--- src/verilog/hip_pkg.sv ---
`default_nettype none

package hip_pkg;

	localparam int CNT_W = 16;	// Release counter width

	// Power-on style defaults for the real board, about 0.6 ms at 100 MHz for PMC
	localparam logic [CNT_W-1:0] DEF_PCI_DELAY = 16'd255;	// PCI release delay
	localparam logic [CNT_W-1:0] DEF_PMC_DELAY = 16'd65520;	// PMC release delay

	// Sequencer phase
	typedef enum logic [1:0]
	{
		RS_HOLD   = 2'b00,	// Everything held
		RS_PCI_UP = 2'b01,	// PCI out, PMC still held
		RS_ALL_UP = 2'b10	// Sequence done
	} rst_state_e;

	// Reset levels, low = held
	typedef struct packed
	{
		logic pci_rst_n;	// Yeti PCI reset
		logic pmc_rst_n;	// PPMC reset
		logic slot_rst_n;	// PCI and PCI-X slots
	} rst_status_t;

	// Synchronized Ewok lines, high = request
	typedef struct packed
	{
		logic e1_int0;	// Ewok1 line 0
		logic e1_int1;	// Ewok1 line 1
		logic e2_int0;	// Ewok2 line 0
		logic e2_int1;	// Ewok2 line 1
	} irq_raw_t;

	// Mapped requests, high = request
	typedef struct packed
	{
		logic [3:0] intx;	// Bit 0 = INTA ... bit 3 = INTD
		logic [5:0] pmc;	// Extra PPMC interrupts
	} irq_vec_t;

endpackage

`default_nettype wire

--- src/verilog/rst_sequencer.sv ---
`timescale 1ns/1ps
`default_nettype none

module rst_sequencer
	import hip_pkg::*;
#(
	parameter logic [CNT_W-1:0] PCI_DELAY = DEF_PCI_DELAY,	// Edges before PCI release
	parameter logic [CNT_W-1:0] PMC_DELAY = DEF_PMC_DELAY	// Edges before PMC release
)
(
	input  logic        RST_CPLD_CLK,	// Board CPLD clock
	input  logic        PUSH_RST_,	// Push button, async
	input  logic        rst_out_n,	// RST_OUT_ from the PPMC
	output rst_status_t status,	// Reset levels to the output stage
	output rst_state_e  phase	// Current release phase
);

	logic [CNT_W-1:0] cnt;	// Release counter
	rst_state_e       phase_nxt;	// Next phase
	logic             rst_out_q;	// RST_OUT_ sample
	logic             slot_rst_q;	// Slot release flop

	// Counter runs from button release and parks at PMC_DELAY
	always_ff @(posedge RST_CPLD_CLK or negedge PUSH_RST_)
	begin
		if (!PUSH_RST_)
		begin
			cnt <= '0;	// Restart count
		end
		else if (cnt < PMC_DELAY)
		begin
			cnt <= cnt + 1'b1;	// Keep counting
		end
	end

	// Phase decode from the counter
	always_comb
	begin
		phase_nxt = phase;	// Default hold
		case (phase)
			RS_HOLD:
			begin
				if (cnt >= PCI_DELAY)
				begin
					phase_nxt = RS_PCI_UP;	// PCI delay done
				end
			end
			RS_PCI_UP:
			begin
				if (cnt == PMC_DELAY)
				begin
					phase_nxt = RS_ALL_UP;	// PMC delay done
				end
			end
			RS_ALL_UP:
			begin
				phase_nxt = RS_ALL_UP;	// Stays until next push
			end
			default:
			begin
				phase_nxt = RS_HOLD;	// Illegal code, back to safe
			end
		endcase
	end

	always_ff @(posedge RST_CPLD_CLK or negedge PUSH_RST_)
	begin
		if (!PUSH_RST_)
		begin
			phase <= RS_HOLD;	// All held
		end
		else
		begin
			phase <= phase_nxt;
		end
	end

	// Slot resets follow a low RST_OUT_ sample, one flop later
	always_ff @(posedge RST_CPLD_CLK or negedge PUSH_RST_)
	begin
		if (!PUSH_RST_)
		begin
			rst_out_q  <= 1'b1;	// Looks like RST_OUT_ held
			slot_rst_q <= 1'b0;	// Slots held
		end
		else
		begin
			rst_out_q  <= rst_out_n;	// Sample per cycle
			slot_rst_q <= ~rst_out_q;	// Release on low sample
		end
	end

	// Levels for the pin stage
	always_comb
	begin
		status.pci_rst_n  = (phase != RS_HOLD);	// PCI out after first delay
		status.pmc_rst_n  = (phase == RS_ALL_UP);	// PMC last
		status.slot_rst_n = slot_rst_q;
	end

	// Counter parks, never runs past the PMC delay
	cnt_in_range: assert property (
		@(posedge RST_CPLD_CLK) disable iff (!PUSH_RST_)
		cnt <= PMC_DELAY
	);

	// Only a push can send the phase back
	phase_no_back_pci: assert property (
		@(posedge RST_CPLD_CLK) disable iff (!PUSH_RST_)
		(phase != RS_HOLD) |=> (phase != RS_HOLD)
	);

	phase_no_back_all: assert property (
		@(posedge RST_CPLD_CLK) disable iff (!PUSH_RST_)
		(phase == RS_ALL_UP) |=> (phase == RS_ALL_UP)
	);

endmodule

`default_nettype wire

--- src/verilog/irq_mapper.sv ---
`timescale 1ns/1ps
`default_nettype none

module irq_mapper
	import hip_pkg::*;
(
	input  logic     RST_CPLD_CLK,	// Board CPLD clock
	input  logic     PUSH_RST_,	// Push button, async
	input  logic     e1_int0,	// Ewok1 interrupt lines, async
	input  logic     e1_int1,
	input  logic     e2_int0,	// Ewok2 interrupt lines, async
	input  logic     e2_int1,
	output irq_vec_t irq_req	// Mapped requests
);

	irq_raw_t   sync1;	// First sync stage
	irq_raw_t   sync2;	// Second sync stage, safe to use
	logic [3:0] lines;	// Lines in A..D order, bit 0 = E1_INT0

	// Two-flop synchronizer on all four lines
	always_ff @(posedge RST_CPLD_CLK or negedge PUSH_RST_)
	begin
		if (!PUSH_RST_)
		begin
			sync1 <= '0;	// No requests
			sync2 <= '0;
		end
		else
		begin
			sync1.e1_int0 <= e1_int0;
			sync1.e1_int1 <= e1_int1;
			sync1.e2_int0 <= e2_int0;
			sync1.e2_int1 <= e2_int1;
			sync2         <= sync1;	// Metastability settle
		end
	end

	// E1_INT0 -> A, E1_INT1 -> B, E2_INT0 -> C, E2_INT1 -> D
	assign lines = {sync2.e2_int1, sync2.e2_int0, sync2.e1_int1, sync2.e1_int0};

	always_comb
	begin
		irq_req.intx     = lines;	// Standard PCI INTx
		irq_req.pmc[3:0] = lines;	// Same order on PPMC
		irq_req.pmc[4]   = sync2.e1_int0 | sync2.e1_int1;	// Any Ewok1
		irq_req.pmc[5]   = sync2.e2_int0 | sync2.e2_int1;	// Any Ewok2
	end

	// Ewok1 summary needs a real Ewok1 request two edges back
	pmc4_has_source: assert property (
		@(posedge RST_CPLD_CLK) disable iff (!PUSH_RST_)
		irq_req.pmc[4] |-> $past(e1_int0 || e1_int1, 2)
	);

	// Same for Ewok2
	pmc5_has_source: assert property (
		@(posedge RST_CPLD_CLK) disable iff (!PUSH_RST_)
		irq_req.pmc[5] |-> $past(e2_int0 || e2_int1, 2)
	);

endmodule

`default_nettype wire

--- src/verilog/board_out_stage.sv ---
`timescale 1ns/1ps
`default_nettype none

module board_out_stage
	import hip_pkg::*;
(
	input  logic        RST_CPLD_CLK,	// Board CPLD clock
	input  logic        PUSH_RST_,	// Push button, async
	input  rst_status_t status,	// Reset levels from sequencer
	input  rst_state_e  phase,	// Sequencer phase, for masking
	input  irq_vec_t    irq_req,	// Mapped requests, active high
	input  logic        y1_rio_rst_n,	// Yeti1 RIO reset
	output logic        pci_rst_n,	// Yeti PCI reset pin
	output logic        pmc_rst_n,	// PPMC reset pin
	output logic        pci_slot_rst_n,	// PCI slot reset pin
	output logic        pcix_slot_rst_n,	// PCI-X slot reset pin
	output logic        e1_hd_rst_n,	// Ewok1 hard reset
	output logic        e2_hd_rst_n,	// Ewok2 hard reset
	output logic        y2_rio_rst_n,	// Yeti2 RIO reset
	output logic        inta_n,	// PCI INTx pins, active low
	output logic        intb_n,
	output logic        intc_n,
	output logic        intd_n,
	output logic [5:0]  pmc_int	// Extra PPMC interrupts, active high
);

	logic irq_open;	// Interrupts allowed out

	// Nothing leaves until the whole sequence is done
	assign irq_open = (phase == RS_ALL_UP);

	// Registered reset pins
	always_ff @(posedge RST_CPLD_CLK or negedge PUSH_RST_)
	begin
		if (!PUSH_RST_)
		begin
			pci_rst_n       <= 1'b0;	// All held
			pmc_rst_n       <= 1'b0;
			pci_slot_rst_n  <= 1'b0;
			pcix_slot_rst_n <= 1'b0;
		end
		else
		begin
			pci_rst_n       <= status.pci_rst_n;
			pmc_rst_n       <= status.pmc_rst_n;
			pci_slot_rst_n  <= status.slot_rst_n;	// Both slot pins track
			pcix_slot_rst_n <= status.slot_rst_n;
		end
	end

	// Registered, masked interrupt pins
	always_ff @(posedge RST_CPLD_CLK or negedge PUSH_RST_)
	begin
		if (!PUSH_RST_)
		begin
			{intd_n, intc_n, intb_n, inta_n} <= 4'hF;	// Inactive high
			pmc_int                          <= '0;	// Inactive low
		end
		else if (irq_open)
		begin
			{intd_n, intc_n, intb_n, inta_n} <= ~irq_req.intx;	// To active low
			pmc_int                          <= irq_req.pmc;
		end
		else
		begin
			{intd_n, intc_n, intb_n, inta_n} <= 4'hF;	// Masked during reset
			pmc_int                          <= '0;
		end
	end

	// Hard resets follow the Yeti1 RIO reset directly
	assign e1_hd_rst_n  = y1_rio_rst_n;
	assign e2_hd_rst_n  = y1_rio_rst_n;
	assign y2_rio_rst_n = y1_rio_rst_n;

	// No INTx while still fully in reset
	intx_quiet_in_hold: assert property (
		@(posedge RST_CPLD_CLK) disable iff (!PUSH_RST_)
		(phase == RS_HOLD) |-> (inta_n && intb_n && intc_n && intd_n)
	);

	// PMC comes out only behind PCI
	pmc_after_pci: assert property (
		@(posedge RST_CPLD_CLK) disable iff (!PUSH_RST_)
		$rose(pmc_rst_n) |-> pci_rst_n
	);

endmodule

`default_nettype wire

--- src/verilog/hip_rst_int.sv ---
`timescale 1ns/1ps
`default_nettype none

module hip_rst_int
	import hip_pkg::*;
#(
	parameter logic [CNT_W-1:0] PCI_DELAY = DEF_PCI_DELAY,	// PCI release delay
	parameter logic [CNT_W-1:0] PMC_DELAY = DEF_PMC_DELAY	// PMC release delay
)
(
	input  logic RST_CPLD_CLK,	// System clock up to 100 MHz
	input  logic PUSH_RST_,	// Push button hard reset
	input  logic RST_OUT_,	// Reset request from the PPMC
	input  logic Y1_RIO_RST_,	// Yeti1 RIO reset
	output logic PCI_RST_,	// Yeti PCI reset
	output logic PMC_RST_,	// PPMC reset
	output logic PCI_SLOT_RST_,	// PCI slots
	output logic PCIX_SLOT_RST_,	// PCI-X slots
	output logic E1_HD_RST_,	// Ewok1 hard reset
	output logic E2_HD_RST_,	// Ewok2 hard reset
	output logic Y2_RIO_RST_,	// Yeti2 RIO reset
	input  logic E1_INT0,	// Ewok1 interrupts
	input  logic E1_INT1,
	input  logic E2_INT0,	// Ewok2 interrupts
	input  logic E2_INT1,
	output logic INTA_,	// Standard PCI interrupts
	output logic INTB_,
	output logic INTC_,
	output logic INTD_,
	output logic PMC_INT0,	// Extra interrupts to the PPMC
	output logic PMC_INT1,
	output logic PMC_INT2,
	output logic PMC_INT3,
	output logic PMC_INT4,
	output logic PMC_INT5
);

	rst_status_t status;	// Sequencer reset levels
	rst_state_e  phase;	// Sequencer phase
	irq_vec_t    irq_req;	// Mapped interrupt requests

	rst_sequencer #(
		.PCI_DELAY (PCI_DELAY),
		.PMC_DELAY (PMC_DELAY)
	) rst_sequencer_inst (
		.RST_CPLD_CLK (RST_CPLD_CLK),
		.PUSH_RST_    (PUSH_RST_),
		.rst_out_n    (RST_OUT_),
		.status       (status),
		.phase        (phase)
	);

	irq_mapper irq_mapper_inst (
		.RST_CPLD_CLK (RST_CPLD_CLK),
		.PUSH_RST_    (PUSH_RST_),
		.e1_int0      (E1_INT0),
		.e1_int1      (E1_INT1),
		.e2_int0      (E2_INT0),
		.e2_int1      (E2_INT1),
		.irq_req      (irq_req)
	);

	board_out_stage board_out_stage_inst (
		.RST_CPLD_CLK    (RST_CPLD_CLK),
		.PUSH_RST_       (PUSH_RST_),
		.status          (status),
		.phase           (phase),
		.irq_req         (irq_req),
		.y1_rio_rst_n    (Y1_RIO_RST_),
		.pci_rst_n       (PCI_RST_),
		.pmc_rst_n       (PMC_RST_),
		.pci_slot_rst_n  (PCI_SLOT_RST_),
		.pcix_slot_rst_n (PCIX_SLOT_RST_),
		.e1_hd_rst_n     (E1_HD_RST_),
		.e2_hd_rst_n     (E2_HD_RST_),
		.y2_rio_rst_n    (Y2_RIO_RST_),
		.inta_n          (INTA_),
		.intb_n          (INTB_),
		.intc_n          (INTC_),
		.intd_n          (INTD_),
		.pmc_int         ({PMC_INT5, PMC_INT4, PMC_INT3, PMC_INT2, PMC_INT1, PMC_INT0})
	);

endmodule

`default_nettype wire

--- config.mk ---
export PLATFORM = sky130hd
export DESIGN_NAME = hip_rst_int
export DESIGN_NICKNAME = d
export VERILOG_FILES = /design/src/verilog/hip_pkg.sv /design/src/verilog/rst_sequencer.sv /design/src/verilog/irq_mapper.sv /design/src/verilog/board_out_stage.sv /design/src/verilog/hip_rst_int.sv
export SDC_FILE = /design/constraint.sdc
export NUM_CORES = 1
export LEC_CHECK = 0
export BUFFER_PORTS_ARGS = -buffer_cell sky130_fd_sc_hd__buf_2
export CAP_MARGIN = 20
export CORE_ASPECT_RATIO = 0.75
export CORE_MARGIN = 5
export CORE_UTILIZATION = 30
export CTS_BUF_LIST = sky130_fd_sc_hd__clkbuf_16
export DETAILED_ROUTE_END_ITERATION = 10
export PLACE_DENSITY_LB_ADDON = 0.3
export SYNTH_ARGS = -nofsm -noshare
export SYNTH_HDL_FRONTEND = slang
export SYNTH_SLANG_ARGS = --single-unit
export TNS_END_PERCENT = 30
--- constraint.sdc ---
create_clock -name RST_CPLD_CLK -period 2.6 [get_ports RST_CPLD_CLK]
set_clock_uncertainty 0.2 [all_clocks]
set_input_delay 0.13 -clock RST_CPLD_CLK [delete_from_list [all_inputs] [get_ports RST_CPLD_CLK]]
set_output_delay 0.13 -clock RST_CPLD_CLK [all_outputs]
set_load 0.02 [all_outputs]
[Yosys cells after proc, flatten, opt, wreduce, memory -nomap -nowiden]
Cells that the tools add are included.
W data, S select, Z words.
Storage, ports and cells
  memories kept: 0
  flip-flop bits (word level): 41
  input port bits: 8
  bits in latches: 0
  logic and storage cells: 43
  RAM bits: 0
  memory bits (read-only): 0
Cells by class
  equality and inequality tests: 5
  bitwise operators: 4
  magnitude comparators: 2
  shift-type cells: 0
  multiply operators: 0
  reductions and logical operators: 3
  $add $sub $neg: 1
  muxes and demuxes: 8
  div/mod/pow operators: 0
Operators with widths (number)
  $add A16 B1 Y16 const B: 1
  $eq A16 B16 Y1 const B: 1
  $ge A16 B8 Y1 const B: 1
  $lt A16 B16 Y1 const B: 1
  $mux W6: 1
  $pmux W2 S3: 1
  $mux W1: 4
  $mux W2: 2
  $ne A2 B1 Y1 const B: 2
  $not A4 Y4: 1
  $eq A2 B1 Y1 const B: 1
  $eq A2 B2 Y1 const B: 1
  $logic_not A2 Y1: 1
  $or A1 B1 Y1: 2
  $reduce_and A2 Y1: 1
  $reduce_bool A2 Y1: 1
  $not A1 Y1: 1

[Logic depth before layout (Yosys ltp)]
  depth in word-level cells: 3
  gate-level depth with buffers: 6
  mapped depth without buffers: 6

[Modules after synthesis]
A second synthesis with hierarchy kept.
Second synthesis, totals
  cells, all modules: 134
  area, all modules: 1699.1 um2
By module, submodules not included
  rst_sequencer: area an instance 1006.0 um2, times used 1, cells each 92
  board_out_stage: area an instance 450.4 um2, times used 1, cells each 28
  irq_mapper: area an instance 242.7 um2, times used 1, cells each 14

[Worst setup path after synthesis]
OpenSTA, ideal clock, no wires.
  kind: register -> register
  from: reg rst_sequencer_inst.cnt[0]
  to: reg rst_sequencer_inst.phase[1]
  arrival time: 1.374 ns
  cell stages (with the launch flop): 7
  setup time: 0.125 ns
  path buffers: 0
  setup slack: 0.902 ns
  period minus slack after synthesis: 1.698 ns
  cells stage by stage: dfrtp_1 inv_1 ha_1 and4bb_2 nand4_1 o2bb2ai_1 mux2_2
Between the ends
  longest elaborated chain between the ends: 3
  elaborated cells between the ends (all ways): 5
Ends and longest elaborated chain
  start, declared: RTL line rst_sequencer.sv:18  | logic [CNT_W-1:0] cnt;
  start signal, assigned: RTL line rst_sequencer.sv:32  | cnt <= cnt + 1'b1;
  $ge A16 B8 Y1 / $eq A16 B16 Y1 (equally long branches): RTL line rst_sequencer.sv:43, rst_sequencer.sv:50
  $ne A2 B1 Y1 (no source line)
  $reduce_and A2 Y1 (no source line) *
  end signal, assigned: RTL line rst_sequencer.sv:74  | phase <= phase_nxt;
  end, declared: RTL line rst_sequencer.sv:15  | output rst_state_e phase
Every way passes the cells marked *; elsewhere a longest branch is shown, timed or not.
A chain may end at the register's enable or synchronous reset.

[Worst setup path after layout]
  from: reg rst_sequencer_inst.cnt[8]
  to: reg rst_sequencer_inst.cnt[3]
Between the ends
  longest elaborated chain between the ends: 1
Ends and longest elaborated chain
  $lt A16 B16 Y1: RTL line rst_sequencer.sv:30  | else if (cnt < PMC_DELAY)
No other way between the ends.

==> flow_summary.yaml <==
worst_hold_path:
  worstHoldPathType: "input pin to output pin"
sta:
  finalHoldViolCount: 0
  post-route-period-util_pct: 74.7
  max-slew-margin-rel_pct: 41.5
  period_minus_slack_ns: 1.94
  fin_setup_tns_ns: 0
  finalMaxSlewViolations: 0
  setup_viol: 0
  final.setup.worst_slack_ns: 0.657
  rsz0062_at_grt: "false"
  worst_pin_slew_ns: 0.877
  clock.fmax_mhz: 515
floorplan:
  num_rows: 23
  ios: 25
  start_util_pct: 30.7
  design.core.area_um2: 5320
  die_w_um: 95.2
  die_area_um2: 7030
  die_height_um: 73.9
layout:
  drive_gt1_share_pct: 26.9
  nets: 168
  final_area_um2: 2000
  final_common_cell: "dfrtp_1"
  ff_latch_area_um2: 1030
  multi_input_area_um2: 505
  n_antenna_cell: 0
  most-common-layout-cells: "36 x dfrtp_1, 20 x buf_2, 13 x nand2_1"
  fillCellCount: 520
  final_util_pct: 37.6
  area_delta_synth_final_pct: 22.7
placed_design:
  gp_congestion: 0.744
  place_hpwl_um: 2030
  numPortBuffers: 20
  placed_cell_area_um2: 1780
  dp_slack_ns: 0.690
synth:
  synth_nets: 142
  synth_warnings: 0
  synth_area_leaders: "dfrtp_1 55%, dfstp_2 8.0%, ha_1 3.8%"
  yosysUniqueCellTypes: 34
  ys_seq_area_share_pct: 63.2
  yosysTopAreaCell: "dfrtp_1"
  netlist_instances: 129
  synth_area_per_cell_um2: 12.7
  ys_ff_latch: 41
  synth_area_um2: 1630
  synth_top_area_share_pct: 55.2
worst_setup_path:
  reg2reg_slack_ns: 0.66
  critPathSlowestCell: "dfrtp_1"
  crit_top_cell: "and4_1"
  path_class: "flip-flop to flip-flop"
  required_ns: 2.57
  slowest_delay_ns: 0.47
  crit_fanout: 9
  cp-start-kind: "flip-flop"
  worstPathCellList: "and4_1, nand4_2, and4_1, xor2_1"
  crit_path_end_kind: "flip-flop"
  arrival_ns: 1.91
power_and_ir_drop:
  finalPower_w: 0.00136
  p_comb_share_pct: 2.0
  swShare_pct: 18.7
  switching_power_w: 0.000255
  leakagePower_nw: 0.987
  vdd.ir_drop.worst_uv: 339
  clockPowerShare_pct: 50.3
  p_per_area_nw_per_um2: 680
  share_seq_of_total_power_pct: 47.8
  p_int_w: 0.00111
global_route:
  grt_pass1_vias: 994
  grt_max_degree: 42
  grt_pass1_wl_um: 4880
  grt_util_all_layers_pct: 9.37
  grt_overflow: 0
  grt_antenna_before_repair: 0
clock_tree:
  cts_sinks: 41
  tritoncts.num_buffers: 5
  htree_levels: 2
  clockBufferDepth: 2
  cts-resized-gates: 0
  cts_root_buf: "clkbuf_16"
  tritoncts: "yes"
  clock_latency_ns: 0.28
  clk_pin_slew_worst_paths_ns: 0.06
routing:
  vias: 1043
  drtIter0Drc: 117
  via_per_inst: 4.52
  wl_um: 2890
  wire_per_inst_um: 12.5
  drt_pre_antenna_iters: 4
  ant_nets: 0
  drc_errors: 0
flow_run:
  maxCapViolations: 0
outcome:
  status: "complete, no violations"
[per-stage QoR]
step	cells	hold slack, ns
final	231	0.0600
after global routing	231	0.0601
after CTS	231	0.0605
after detailed placement	217	0.0369
after global placement	217	0.0383
after floorplan	129	-0.366
[kinds of logic (layout without fill, tap and decap cells)]
logic type	after synthesis	count (layout)	share of synthesized area (%)
AO/OA/AOI/OAI	15	15	7.28
XOR/XNOR	9	9	4.83
adder cells (fa/ha/maj)	5	5	3.83
buffers and inverters	19	46	5.82
flip-flops	41	41	63.2
multiplexers	2	2	1.30
AND/OR/NAND/NOR	38	38	13.7
[final cells by class]
type	instances	area share, %
Clock inverter	3	2.06
Timing Repair Buffer	26	8.00
Clock buffer	5	6.25
Tap cell	75	4.68
Multi-Input combinational cell	69	25.2
Sequential cell	41	51.5
Inverter	12	2.25
[power groups by stage]
stage                     clock network (W)    logic, W  registers [W]
after floorplan                           0  0.00000921       0.000662
after global placement                    0   0.0000202       0.000661
after detailed placement                  0   0.0000208       0.000662
after CTS                          0.000707   0.0000279       0.000651
after global routing               0.000729   0.0000309       0.000651
final                              0.000684   0.0000267       0.000651
[synth_stat cells]
library cell and n:
o2bb2ai_1 1, ha_1 5, a31o_2 1, buf_4 6, dfrtp_1 36, buf_2 1
a41oi_1 1, and4bb_2 1, nand3_1 2, nor4_1 1, nand4_1 3, a21oi_1 1
nand3_2 2, a311oi_2 2, o21ai_0 4, xnor2_1 5, inv_1 12, dfstp_2 5
nor2_1 5, and4_1 3, nand4b_1 1, or3_2 1, a311oi_1 1, mux2i_1 1
or3_4 1, xor2_1 4, nand2_1 13, a2111oi_0 1, nor3_1 2, mux2_2 1
a31oi_1 2, and3_1 2, a211oi_1 1, nand4_2 1
[state kept, by name, summed over array words and instances, names as in the netlist]
name,flops
board_out_stage_inst.pmc_int,6
board_out_stage_inst.pci_rst_n,1
board_out_stage_inst.intd_n,1
board_out_stage_inst.inta_n,1
rst_sequencer_inst.slot_rst_q,1
board_out_stage_inst.pci_slot_rst_n,1
rst_sequencer_inst.rst_out_q,1
rst_sequencer_inst.cnt,16
rst_sequencer_inst.phase,2
board_out_stage_inst.pmc_rst_n,1
irq_mapper_inst.sync1,4
board_out_stage_inst.intc_n,1
board_out_stage_inst.intb_n,1
irq_mapper_inst.irq_req,4
[worst max-delay path, delay by kind of cell, from the launching register on]
family	cells	cell delay, ns
flip-flops	1	0.47
AND/OR/NAND/NOR	3	1.02
XOR/XNOR	1	0.13
[what timing repair did]
action	4_1_cts	5_1_grt
endpoints found under the hold margin	41	0
buffers inserted	0	0
hold buffers	6	0
[final timing paths]
kind | from | end | depth (start not counted)
max | rst_sequencer_inst.cnt[8] | rst_sequencer_inst.cnt[3] | 4
min | Y1_RIO_RST_ | E1_HD_RST_ | 0
max reg2reg | rst_sequencer_inst.cnt[8] | rst_sequencer_inst.cnt[3] | 4
min reg2reg | irq_mapper_inst.sync1[1] | irq_mapper_inst.irq_req[2] | 0
max in group asynchronous | PUSH_RST_ | rst_sequencer_inst.cnt[14] | 2
min in group asynchronous | PUSH_RST_ | irq_mapper_inst.sync1[0] | 2
[layer usage]
layer / track usage, % / wire length (um)
met1: 11.8 / 1340
met2: 13.9 / 1340
met3: 3.89 / 151
met4: 4.48 / 58
met5: 0 / 0
No activity file was read; power rests on OpenSTA's default activity.
